**config.mk**
```make
export PLATFORM = sky130hd
export DESIGN_NAME = muldiv_lane_flat
export DESIGN_NICKNAME = d
export VERILOG_FILES = /design/src/muldiv_pkg.sv /design/src/muldiv_lane_if.sv /design/src/muldiv_lane.sv /design/src/flat_wrapper.sv
export SDC_FILE = /design/constraint.sdc
export NUM_CORES = 2
export LEC_CHECK = 0
export ABC_AREA = 1
export BUFFER_PORTS_ARGS = -buffer_cell sky130_fd_sc_hd__buf_2
export CELL_PAD_IN_SITES_DETAIL_PLACEMENT = 1
export CELL_PAD_IN_SITES_GLOBAL_PLACEMENT = 2
export CORE_MARGIN = 2
export CORE_UTILIZATION = 25
export DETAILED_ROUTE_END_ITERATION = 16
export PLACE_DENSITY = 0.58
export SYNTH_ARGS = -nofsm -noshare
export SYNTH_HDL_FRONTEND = slang
export SYNTH_SLANG_ARGS = --single-unit
```
**constraint.sdc**
```tcl
create_clock -name clk -period 9.7 [get_ports clk]
set_input_delay 0.97 -clock clk [delete_from_list [all_inputs] [get_ports clk]]
set_output_delay 0.97 -clock clk [all_outputs]
set_load 0.01 [all_outputs]
```
**src/muldiv_pkg.sv**
```systemverilog
package muldiv_pkg;

    ////////////////////////////////////////
    // widths and sizes
    ////////////////////////////////////////

    localparam int XLEN      = 32;           // operand and result width
    localparam int NUM_LANES = 4;            // arithmetic lanes behind the dispatcher
    localparam int LANE_W    = 2;            // lane pointer width
    localparam int DIV_STEPS = 32;           // one quotient bit per step

    ////////////////////////////////////////
    // operation codes
    ////////////////////////////////////////

    // multiplies sit in the lower half of the encoding
    typedef enum logic [2:0] {
        MUL    = 3'd0,                       // low word of a * b
        MULH   = 3'd1,                       // high word, signed x signed
        MULHSU = 3'd2,                       // high word, signed x unsigned
        MULHU  = 3'd3,                       // high word, unsigned x unsigned
        DIV    = 3'd4,                       // signed quotient
        DIVU   = 3'd5,                       // unsigned quotient
        REM    = 3'd6,                       // signed remainder
        REMU   = 3'd7                        // unsigned remainder
    } muldiv_op_e;

    ////////////////////////////////////////
    // lane FSM
    ////////////////////////////////////////

    typedef enum logic [2:0] {
        L_IDLE = 3'd0,                       // ready for a request
        L_MUL  = 3'd1,                       // product being registered
        L_DIV  = 3'd2,                       // restoring steps
        L_FIX  = 3'd3,                       // sign correction
        L_DONE = 3'd4                        // result held until taken
    } lane_state_e;

endpackage

```
**src/muldiv_lane_if.sv**
```systemverilog
`timescale 1ns/1ps

interface muldiv_lane_if;

    // request side, dispatcher to lane
    logic                         req_valid;
    logic                         req_ready;
    muldiv_pkg::muldiv_op_e       op;
    logic [muldiv_pkg::XLEN-1:0]  opa;
    logic [muldiv_pkg::XLEN-1:0]  opb;

    // response side, lane to collector
    logic                         rsp_valid;
    logic                         rsp_ready;
    logic [muldiv_pkg::XLEN-1:0]  rsp_data;

    modport dispatch (
        output req_valid, op, opa, opb,
        input  req_ready
    );

    modport lane (
        input  req_valid, op, opa, opb,
        output req_ready,
        output rsp_valid, rsp_data,
        input  rsp_ready
    );

    modport collect (
        input  rsp_valid, rsp_data,
        output rsp_ready
    );

endinterface

```
**src/muldiv_lane.sv**
```systemverilog
`timescale 1ns/1ps

module muldiv_lane (
    input  logic           clk,
    input  logic           reset,
    muldiv_lane_if.lane    lane
);

    muldiv_pkg::lane_state_e          state_q;
    muldiv_pkg::muldiv_op_e           op_q;
    logic                             a_neg_q;       // dividend or multiplicand negative
    logic                             b_neg_q;
    logic [muldiv_pkg::XLEN-1:0]      opa_q;         // magnitude, shifts into the quotient
    logic [muldiv_pkg::XLEN-1:0]      opb_q;         // magnitude, also the divisor
    logic [muldiv_pkg::XLEN-1:0]      acc_q;         // partial remainder
    logic [$clog2(muldiv_pkg::DIV_STEPS)-1:0] step_q;
    logic [2*muldiv_pkg::XLEN-1:0]    prod_q;
    logic [muldiv_pkg::XLEN-1:0]      res_q;         // divide result

    logic                             accept;
    logic                             req_is_mul;
    logic                             a_neg;
    logic                             b_neg;
    logic                             div_zero;
    logic                             div_ovf;
    logic                             last_step;
    logic [muldiv_pkg::XLEN:0]        trial;
    logic [muldiv_pkg::XLEN:0]        diff;
    logic [muldiv_pkg::XLEN-1:0]      acc_next;
    logic [muldiv_pkg::XLEN-1:0]      quo_next;
    logic [2*muldiv_pkg::XLEN-1:0]    prod_mag;

    ////////////////////////////////////////
    // request decode
    ////////////////////////////////////////

    assign accept     = lane.req_valid && lane.req_ready;
    assign req_is_mul = lane.op inside {muldiv_pkg::MUL, muldiv_pkg::MULH,
                                        muldiv_pkg::MULHSU, muldiv_pkg::MULHU};

    // which operand is read as two's complement
    assign a_neg = lane.opa[muldiv_pkg::XLEN-1]
                && (lane.op inside {muldiv_pkg::MULH, muldiv_pkg::MULHSU,
                                    muldiv_pkg::DIV, muldiv_pkg::REM});
    assign b_neg = lane.opb[muldiv_pkg::XLEN-1]
                && (lane.op inside {muldiv_pkg::MULH, muldiv_pkg::DIV, muldiv_pkg::REM});

    assign div_zero = !req_is_mul && (lane.opb == '0);
    assign div_ovf  = (lane.op inside {muldiv_pkg::DIV, muldiv_pkg::REM})
                   && (lane.opa == {1'b1, {(muldiv_pkg::XLEN-1){1'b0}}})
                   && (lane.opb == '1);   // min / -1

    ////////////////////////////////////////
    // arithmetic
    ////////////////////////////////////////

    // unsigned product of magnitudes, sign applied afterwards
    assign prod_mag = (2*muldiv_pkg::XLEN)'(opa_q) * (2*muldiv_pkg::XLEN)'(opb_q);

    // one restoring step, dividend msb shifts into the remainder
    assign trial = {acc_q, opa_q[muldiv_pkg::XLEN-1]};
    assign diff  = trial - {1'b0, opb_q};

    always_comb begin
        if (!diff[muldiv_pkg::XLEN]) begin                 // no borrow, subtract fits
            acc_next = diff[muldiv_pkg::XLEN-1:0];
            quo_next = {opa_q[muldiv_pkg::XLEN-2:0], 1'b1};
        end else begin
            acc_next = trial[muldiv_pkg::XLEN-1:0];        // restore
            quo_next = {opa_q[muldiv_pkg::XLEN-2:0], 1'b0};
        end
    end

    assign last_step = int'(step_q) == muldiv_pkg::DIV_STEPS - 1;

    ////////////////////////////////////////
    // lane FSM
    ////////////////////////////////////////

    always_ff @(posedge clk) begin
        if (reset) begin
            state_q <= muldiv_pkg::L_IDLE;
        end else begin
            case (state_q)
                muldiv_pkg::L_IDLE: begin
                    if (accept) begin
                        if (req_is_mul) begin
                            state_q <= muldiv_pkg::L_MUL;
                        end else if (div_zero || div_ovf) begin
                            state_q <= muldiv_pkg::L_DONE;    // fixed result, no steps
                        end else begin
                            state_q <= muldiv_pkg::L_DIV;
                        end
                    end
                end
                muldiv_pkg::L_MUL: state_q <= muldiv_pkg::L_DONE;
                muldiv_pkg::L_DIV: begin
                    if (last_step) begin
                        state_q <= muldiv_pkg::L_FIX;
                    end
                end
                muldiv_pkg::L_FIX: state_q <= muldiv_pkg::L_DONE;
                muldiv_pkg::L_DONE: begin
                    if (lane.rsp_ready) begin
                        state_q <= muldiv_pkg::L_IDLE;
                    end
                end
                default: state_q <= muldiv_pkg::L_IDLE;
            endcase
        end
    end

    ////////////////////////////////////////
    // datapath registers
    ////////////////////////////////////////

    always_ff @(posedge clk) begin
        case (state_q)
            muldiv_pkg::L_IDLE: begin
                if (accept) begin
                    op_q    <= lane.op;
                    a_neg_q <= a_neg;
                    b_neg_q <= b_neg;
                    opa_q   <= a_neg ? -lane.opa : lane.opa;
                    opb_q   <= b_neg ? -lane.opb : lane.opb;
                    acc_q   <= '0;
                    step_q  <= '0;
                    if (div_zero) begin
                        // quotient all ones, remainder is the dividend
                        res_q <= (lane.op inside {muldiv_pkg::DIV, muldiv_pkg::DIVU})
                               ? '1 : lane.opa;
                    end else if (div_ovf) begin
                        res_q <= (lane.op == muldiv_pkg::DIV) ? lane.opa : '0;
                    end
                end
            end
            muldiv_pkg::L_MUL: begin
                prod_q <= (a_neg_q ^ b_neg_q) ? -prod_mag : prod_mag;
            end
            muldiv_pkg::L_DIV: begin
                acc_q  <= acc_next;
                opa_q  <= quo_next;
                step_q <= step_q + 1'b1;
            end
            muldiv_pkg::L_FIX: begin
                if (op_q inside {muldiv_pkg::DIV, muldiv_pkg::DIVU}) begin
                    res_q <= (a_neg_q ^ b_neg_q) ? -opa_q : opa_q;
                end else begin
                    res_q <= a_neg_q ? -acc_q : acc_q;  // remainder follows dividend sign
                end
            end
            default: ;
        endcase
    end

    ////////////////////////////////////////
    // handshake outputs
    ////////////////////////////////////////

    assign lane.req_ready = (state_q == muldiv_pkg::L_IDLE);
    assign lane.rsp_valid = (state_q == muldiv_pkg::L_DONE);

    always_comb begin
        if (op_q == muldiv_pkg::MUL) begin
            lane.rsp_data = prod_q[muldiv_pkg::XLEN-1:0];
        end else if (op_q inside {muldiv_pkg::MULH, muldiv_pkg::MULHSU, muldiv_pkg::MULHU}) begin
            lane.rsp_data = prod_q[2*muldiv_pkg::XLEN-1:muldiv_pkg::XLEN];
        end else begin
            lane.rsp_data = res_q;
        end
    end

    a_rsp_data_held : assert property (
        @(posedge clk) disable iff (reset)
        lane.rsp_valid && !lane.rsp_ready |=> $stable(lane.rsp_data)
    ) else $error("lane result changed while waiting for the collector");

    a_no_ready_with_result : assert property (
        @(posedge clk) disable iff (reset)
        !(lane.req_ready && lane.rsp_valid)
    ) else $error("lane took a request while still holding a result");

endmodule

```
**src/flat_wrapper.sv**
```systemverilog
// flat-port wrapper written by rule: the top's interface ports become plain ports
module muldiv_lane_flat 
  (clk, reset, lane_req_valid, lane_op, lane_opa, lane_opb, lane_req_ready, lane_rsp_valid, lane_rsp_data, lane_rsp_ready);
  muldiv_lane_if lane_i ();
  input  logic clk;
  input  logic reset;
  input wire logic [$bits(lane_i.req_valid)-1:0] lane_req_valid;
  input wire logic [$bits(lane_i.op)-1:0] lane_op;
  input wire logic [$bits(lane_i.opa)-1:0] lane_opa;
  input wire logic [$bits(lane_i.opb)-1:0] lane_opb;
  output wire logic [$bits(lane_i.req_ready)-1:0] lane_req_ready;
  output wire logic [$bits(lane_i.rsp_valid)-1:0] lane_rsp_valid;
  output wire logic [$bits(lane_i.rsp_data)-1:0] lane_rsp_data;
  input wire logic [$bits(lane_i.rsp_ready)-1:0] lane_rsp_ready;
  assign lane_i.req_valid = lane_req_valid;
  assign lane_i.op = lane_op;
  assign lane_i.opa = lane_opa;
  assign lane_i.opb = lane_opb;
  assign lane_req_ready = lane_i.req_ready;
  assign lane_rsp_valid = lane_i.rsp_valid;
  assign lane_rsp_data = lane_i.rsp_data;
  assign lane_i.rsp_ready = lane_rsp_ready;
  muldiv_lane u_core (.clk(clk), .reset(reset), .lane(lane_i));
endmodule
```
Word level (Yosys, flattened, before mapping)
Cells that the tools add are included.

operators by class
  $add $sub $neg = 7
  multipliers = 1
  div/mod/pow operators = 0
  order comparisons = 0
  equality and inequality tests = 22
  shift-type cells = 0
  mux-type cells = 28
  bitwise gates (word level) = 1
  reductions and logical operators = 26

operators by type and width
  operator                                             number
  2-to-1 mux 32 bit                                    15
  case mux 32 bit (2 select lines)                     3
  negator 32 bit                                       4
  equality test 32 bit, second input constant          2
  multiplier 32 x 32 -> 64 bit                         1
  2-to-1 mux 64 bit                                    1
  negator 64 bit                                       1
  subtractor 33 x 32 -> 33 bit                         1
  zero test 32 bit                                     1
  equality test 3 x 2 -> 1 bit, second input constant  6
  equality test 3 bit, second input constant           6
  2-to-1 mux 3 bit                                     5
  case mux 3 bit (4 select lines)                      1
  case mux 5 bit (2 select lines)                      1
  nonzero test 2 bit                                   5
  equality test 3 x 1 -> 1 bit, second input constant  3
  zero test 3 bit                                      3
  nonzero test 4 bit                                   2
  logical AND 1 bit                                    6
  AND reduction 3 bit                                  2
  nonzero test 3 bit                                   2
  adder 5 x 1 -> 5 bit, second input constant          1
  equality test 5 x 1 -> 1 bit, second input constant  1
  2-to-1 mux 5 bit                                     1
  other kinds (9)                                      11

word-level totals
  register bits = 205
  bits in latches = 0
  memory bits (writable) = 0
  ROM bits = 0
  input bits = 71
  output and inout bits = 34
  logic and storage cells = 95
  memories = 0

Longest topological paths before layout
  word-level depth = 9
  gate-level depth with buffers = 41
  mapped depth without buffers = 39

Worst setup path after synthesis
Ideal clock, no wire load.

  kind = reg-to-reg
  start point = reg u_core.opa_q[12] (netlist bit)
  end point = reg u_core.prod_q[48] (netlist bit), data pin
  library setup time = 0.253 ns
  arrival = 6.898 ns
  required time = 9.447 ns
  setup slack = 2.549 ns
  stages on the path, launching flop included = 34
  buffers on the path = 2
  clock period less this slack = 7.151 ns
  path through = edfxtp_1 > clkbuf_1 > clkbuf_1 > nand2_1 > inv_1 > fa_1 > fa_1 > fa_1 > inv_1 > fa_1 > inv_1 > fa_1 > inv_1 > fa_1 > inv_1 > fa_1 > fa_1 > ha_1 > nand2_1 > inv_1 > nand2_1 > nand2_1 > a21oi_1 > nor2_1 > o21ai_0 > nand3_1 > nand2_1 > nand2_1 > nand2_1 > nor2_1 > and2_1 > or2_2 > nand3b_1 > nand2_1

on the way
  word-level cells in the longest chain between the ends = 3

RTL lines
  item                            line                RTL
  from (decl)                     muldiv_lane.sv:13   logic [muldiv_pkg::XLEN-1:0] opa_q;
  from (signal assigned)          muldiv_lane.sv:124  opa_q <= a_neg ? -lane.opa : lane.opa;
  from (signal assigned)          muldiv_lane.sv:142  opa_q <= quo_next;
  multiplier 32 x 32 -> 64 bit *  muldiv_lane.sv:58   assign prod_mag = (2*muldiv_pkg::XLEN)'(opa_q) * (2*muldiv_pkg::XLEN)'(opb_q);
  negator 64 bit                  muldiv_lane.sv:138  prod_q <= (a_neg_q ^ b_neg_q) ? -prod_mag : prod_mag;
  2-to-1 mux 64 bit *             muldiv_lane.sv:138
  to (signal assigned)            muldiv_lane.sv:138
  to (decl)                       muldiv_lane.sv:17   logic [2*muldiv_pkg::XLEN-1:0] prod_q;

Mark *: on every way between the ends. The rest lies on a longest branch, timed or not.
A chain may end at the register's enable or synchronous reset.

Worst setup path in the final report
  start point = reg u_core.opb_q[8] (netlist bit)
  end point = reg u_core.prod_q[41] (netlist bit), data pin

on the way
  word-level cells in the longest chain between the ends = 3

RTL lines
  item                            line                RTL
  from (decl)                     muldiv_lane.sv:14   logic [muldiv_pkg::XLEN-1:0] opb_q;
  from (signal assigned)          muldiv_lane.sv:125  opb_q <= b_neg ? -lane.opb : lane.opb;
  multiplier 32 x 32 -> 64 bit *  muldiv_lane.sv:58
  negator 64 bit                  muldiv_lane.sv:138
  2-to-1 mux 64 bit *             muldiv_lane.sv:138

Marks and branches as above.

==> results.json <==
{
  "synth_top_family_by_area": "adder cells",
  "track_usage": 0.208,
  "place.gp.congestion": 0.891,
  "critical_path.slowest_cell": "edfxtp_1",
  "hold_path_depth": 2,
  "cp_max_fo": 20,
  "worstSetupPathType": "reg2reg",
  "ff2ff_path_depth": 27,
  "clock-root-buffer": "clkbuf_16",
  "regArea_um2": 6130,
  "initial_core_util": 0.251,
  "finalHoldViolCount": 0,
  "ys.flop_type": "edfxtp_1",
  "cap_viol_max_count": 0,
  "seq_area_frac_synth": 0.118,
  "r2r_end": "u_core.prod_q[41]",
  "r2r_setup_slack_ns": 0.48,
  "clkSinkCount": 205,
  "cts_tree": "yes",
  "core_area_um2": 207000,
  "synth_compound_area_frac": 0.0518,
  "syn_avg_cell_area_um2": 7.23,
  "cpLargestDelayFamily": "adder cells",
  "port_buffers": 104,
  "num_io_pins": 105,
  "synth_mux_area_frac": 0,
  "drive_gt1_frac": 0.0575,
  "synth_edf_count": 202,
  "hold-path-endpoint": "u_core.state_q[2]",
  "setup_tns_ns": 0,
  "synthesis.nets": 8459,
  "stdcell_count": 9920,
  "synth-async-reset-ratio": 0,
  "grt-ovfl-total": 0,
  "r2r-start": "u_core.opb_q[8]",
  "max_stage_delay_ns": 0.84,
  "worstHoldStart": "u_core.state_q[2]",
  "synthAdderAreaFrac": 0.419,
  "post_cts.repair.setup_buffers": 0,
  "firstDrtPassIters": 5,
  "setup_viol": 0,
  "synth_area_leaders": "fa_1, nand2_1, inv_1",
  "synth_commonest_cells": "nand2_1, inv_1, fa_1",
  "required_ns": 10.05,
  "finalCritPeriodShare": 0.951,
  "relSlewSlack": 0.105,
  "grt_pass1_vias": 48967,
  "crit_arrival_ns": 9.58,
  "drtAntennaViolNets": 0,
  "rsz0062_at_grt": "no",
  "place_inst": 9860,
  "fmax_mhz": 108,
  "yosysUniqueCellTypes": 53,
  "finClkSkew_ns": 0.0287,
  "synth_top_area_share": 0.346,
  "multiInputGateArea_um2": 37400,
  "clk_path_buf_depth": 3,
  "clkTransAtPathRegs_ns": 0.07,
  "grt_max_degree": 82,
  "dieArea_um2": 212000,
  "synth_area_um2": 52000,
  "yosys.area.top_type": "fa_1",
  "drt_iter0_drc": 2472,
  "worst_slew_pin_slew_ns": 1.34,
  "num_rows": 167,
  "cts_hold_buf": 0,
  "hp-class": "reg2reg",
  "yosys.area_share.simple": 0.224,
  "critPathCaptureType": "register",
  "vias_per_cell": 4.50,
  "worst-path-buf-inv": 4,
  "fp.dieW_um": 460,
  "fillers": 25388,
  "synth-seq-cells": 205,
  "status": "finished, final reports clean",
  "syn_to_final_growth_pct": 10.4,
  "ctsResizeCount": 0,
  "finalNetCount": 8466,
  "htreeDepth": 1,
  "synthCells": 7187,
  "antenna_found_initial": 6,
  "grt_pass1_wl_um": 327000,
  "die_h_um": 460,
  "wl_per_cell_um": 22.1,
  "dp_hpwl_um": 189000,
  "routed_wl_um": 219000,
  "synth_xor_area_frac": 0.0239,
  "yosysMostFrequentCell": "nand2_1",
  "clk-insertion-delay-late_ns": 0.62,
  "cts_buffers": 28,
  "final_max_slew_viol_count": 0,
  "vias": 44611,
  "cp-start-kind": "register",
  "yosys_warnings": 0,
  "fin_crit_ns": 9.22,
  "drc": 0
}
[placed cells by master (no fill, tap or decap), types with 40 or more instances in the layout]
master / instances
nand3_1: 206
buf_4: 169
a21oi_1: 195
nand4_1: 40
fa_1: 897
nor3_1: 54
ha_1: 304
buf_2: 104
xor2_1: 100
o21ai_0: 176
nor2_1: 366
nand2_1: 2119
edfxtp_1: 202
inv_1: 1930
xnor2_1: 42
[kinds of logic after synthesis]
logic type	Yosys count
DFF	205
and+or+nand+nor	2893
xor gates and xnor gates	142
buffers and inverters	2257
adders and majority gates	1201
AOI/OAI and AO/OA	489
[layer usage]
metal | vias up | routed length [µm] | GRT usage
li1 | 20922 | - | -
met1 | 22921 | 107000 | 0.301
met2 | 648 | 102000 | 0.346
met3 | 118 | 6250 | 0.0104
met4 | 2 | 3910 | 0.0345
met5 | - | 11 | 0
[worst max path at each step]
stage | cells past startpoint | slack (ns) | end | startpoint
2_1_floorplan | 33 | 2.55 | u_core.prod_q[48] | u_core.opa_q[12]
4_1_cts | 27 | 0.24 | u_core.prod_q[41] | u_core.opa_q[11]
3_5_place_dp | 27 | 0.32 | u_core.prod_q[41] | u_core.opa_q[11]
5_1_grt | 31 | 0.03 | u_core.prod_q[41] | u_core.opb_q[5]
3_3_place_gp | 27 | 0.24 | u_core.prod_q[41] | u_core.opa_q[11]
6_report | 27 | 0.48 | u_core.prod_q[41] | u_core.opb_q[8]
[metrics by stage]
stage               setup slack, ns  utilization  area, µm²  hold WS, ns
floorplan                      2.55            -      52000        0.495
finish                        0.480        0.277      57400        0.560
CTS                           0.235        0.277      57200        0.522
detailed placement            0.316        0.272      56300        0.544
global placement              0.235        0.272      56300        0.529
global route                 0.0314        0.277      57400        0.558
[flip-flops by register name (all words and copies together), names as in the netlist]
signal / cells
u_core.step_q: 5
u_core.opa_q: 32
u_core.b_neg_q: 1
u_core.prod_q: 64
u_core.acc_q: 32
u_core.a_neg_q: 1
u_core.res_q: 32
u_core.opb_q: 32
u_core.op_q: 3
u_core.state_q: 3
[layout make-up]
class                           count  share of cell area
Clock inverter                     18             0.00351
Clock buffer                       32              0.0125
Tap cell                         2704              0.0590
Multi-Input combinational cell   4725               0.652
Sequential cell                   205               0.107
Inverter                         1938               0.127
Timing Repair Buffer              296              0.0393
Antenna cell                        2           0.0000872
[worst min-delay path, stage by stage, from the launching register on]
cell and delay [ns]:
dfxtp_1 0.33, inv_1 0.09, a221oi_1 0.09
Power is left out: the tool's default activity adds up to more than one toggle a clock period on the data nets, which glitch-free logic cannot reach.
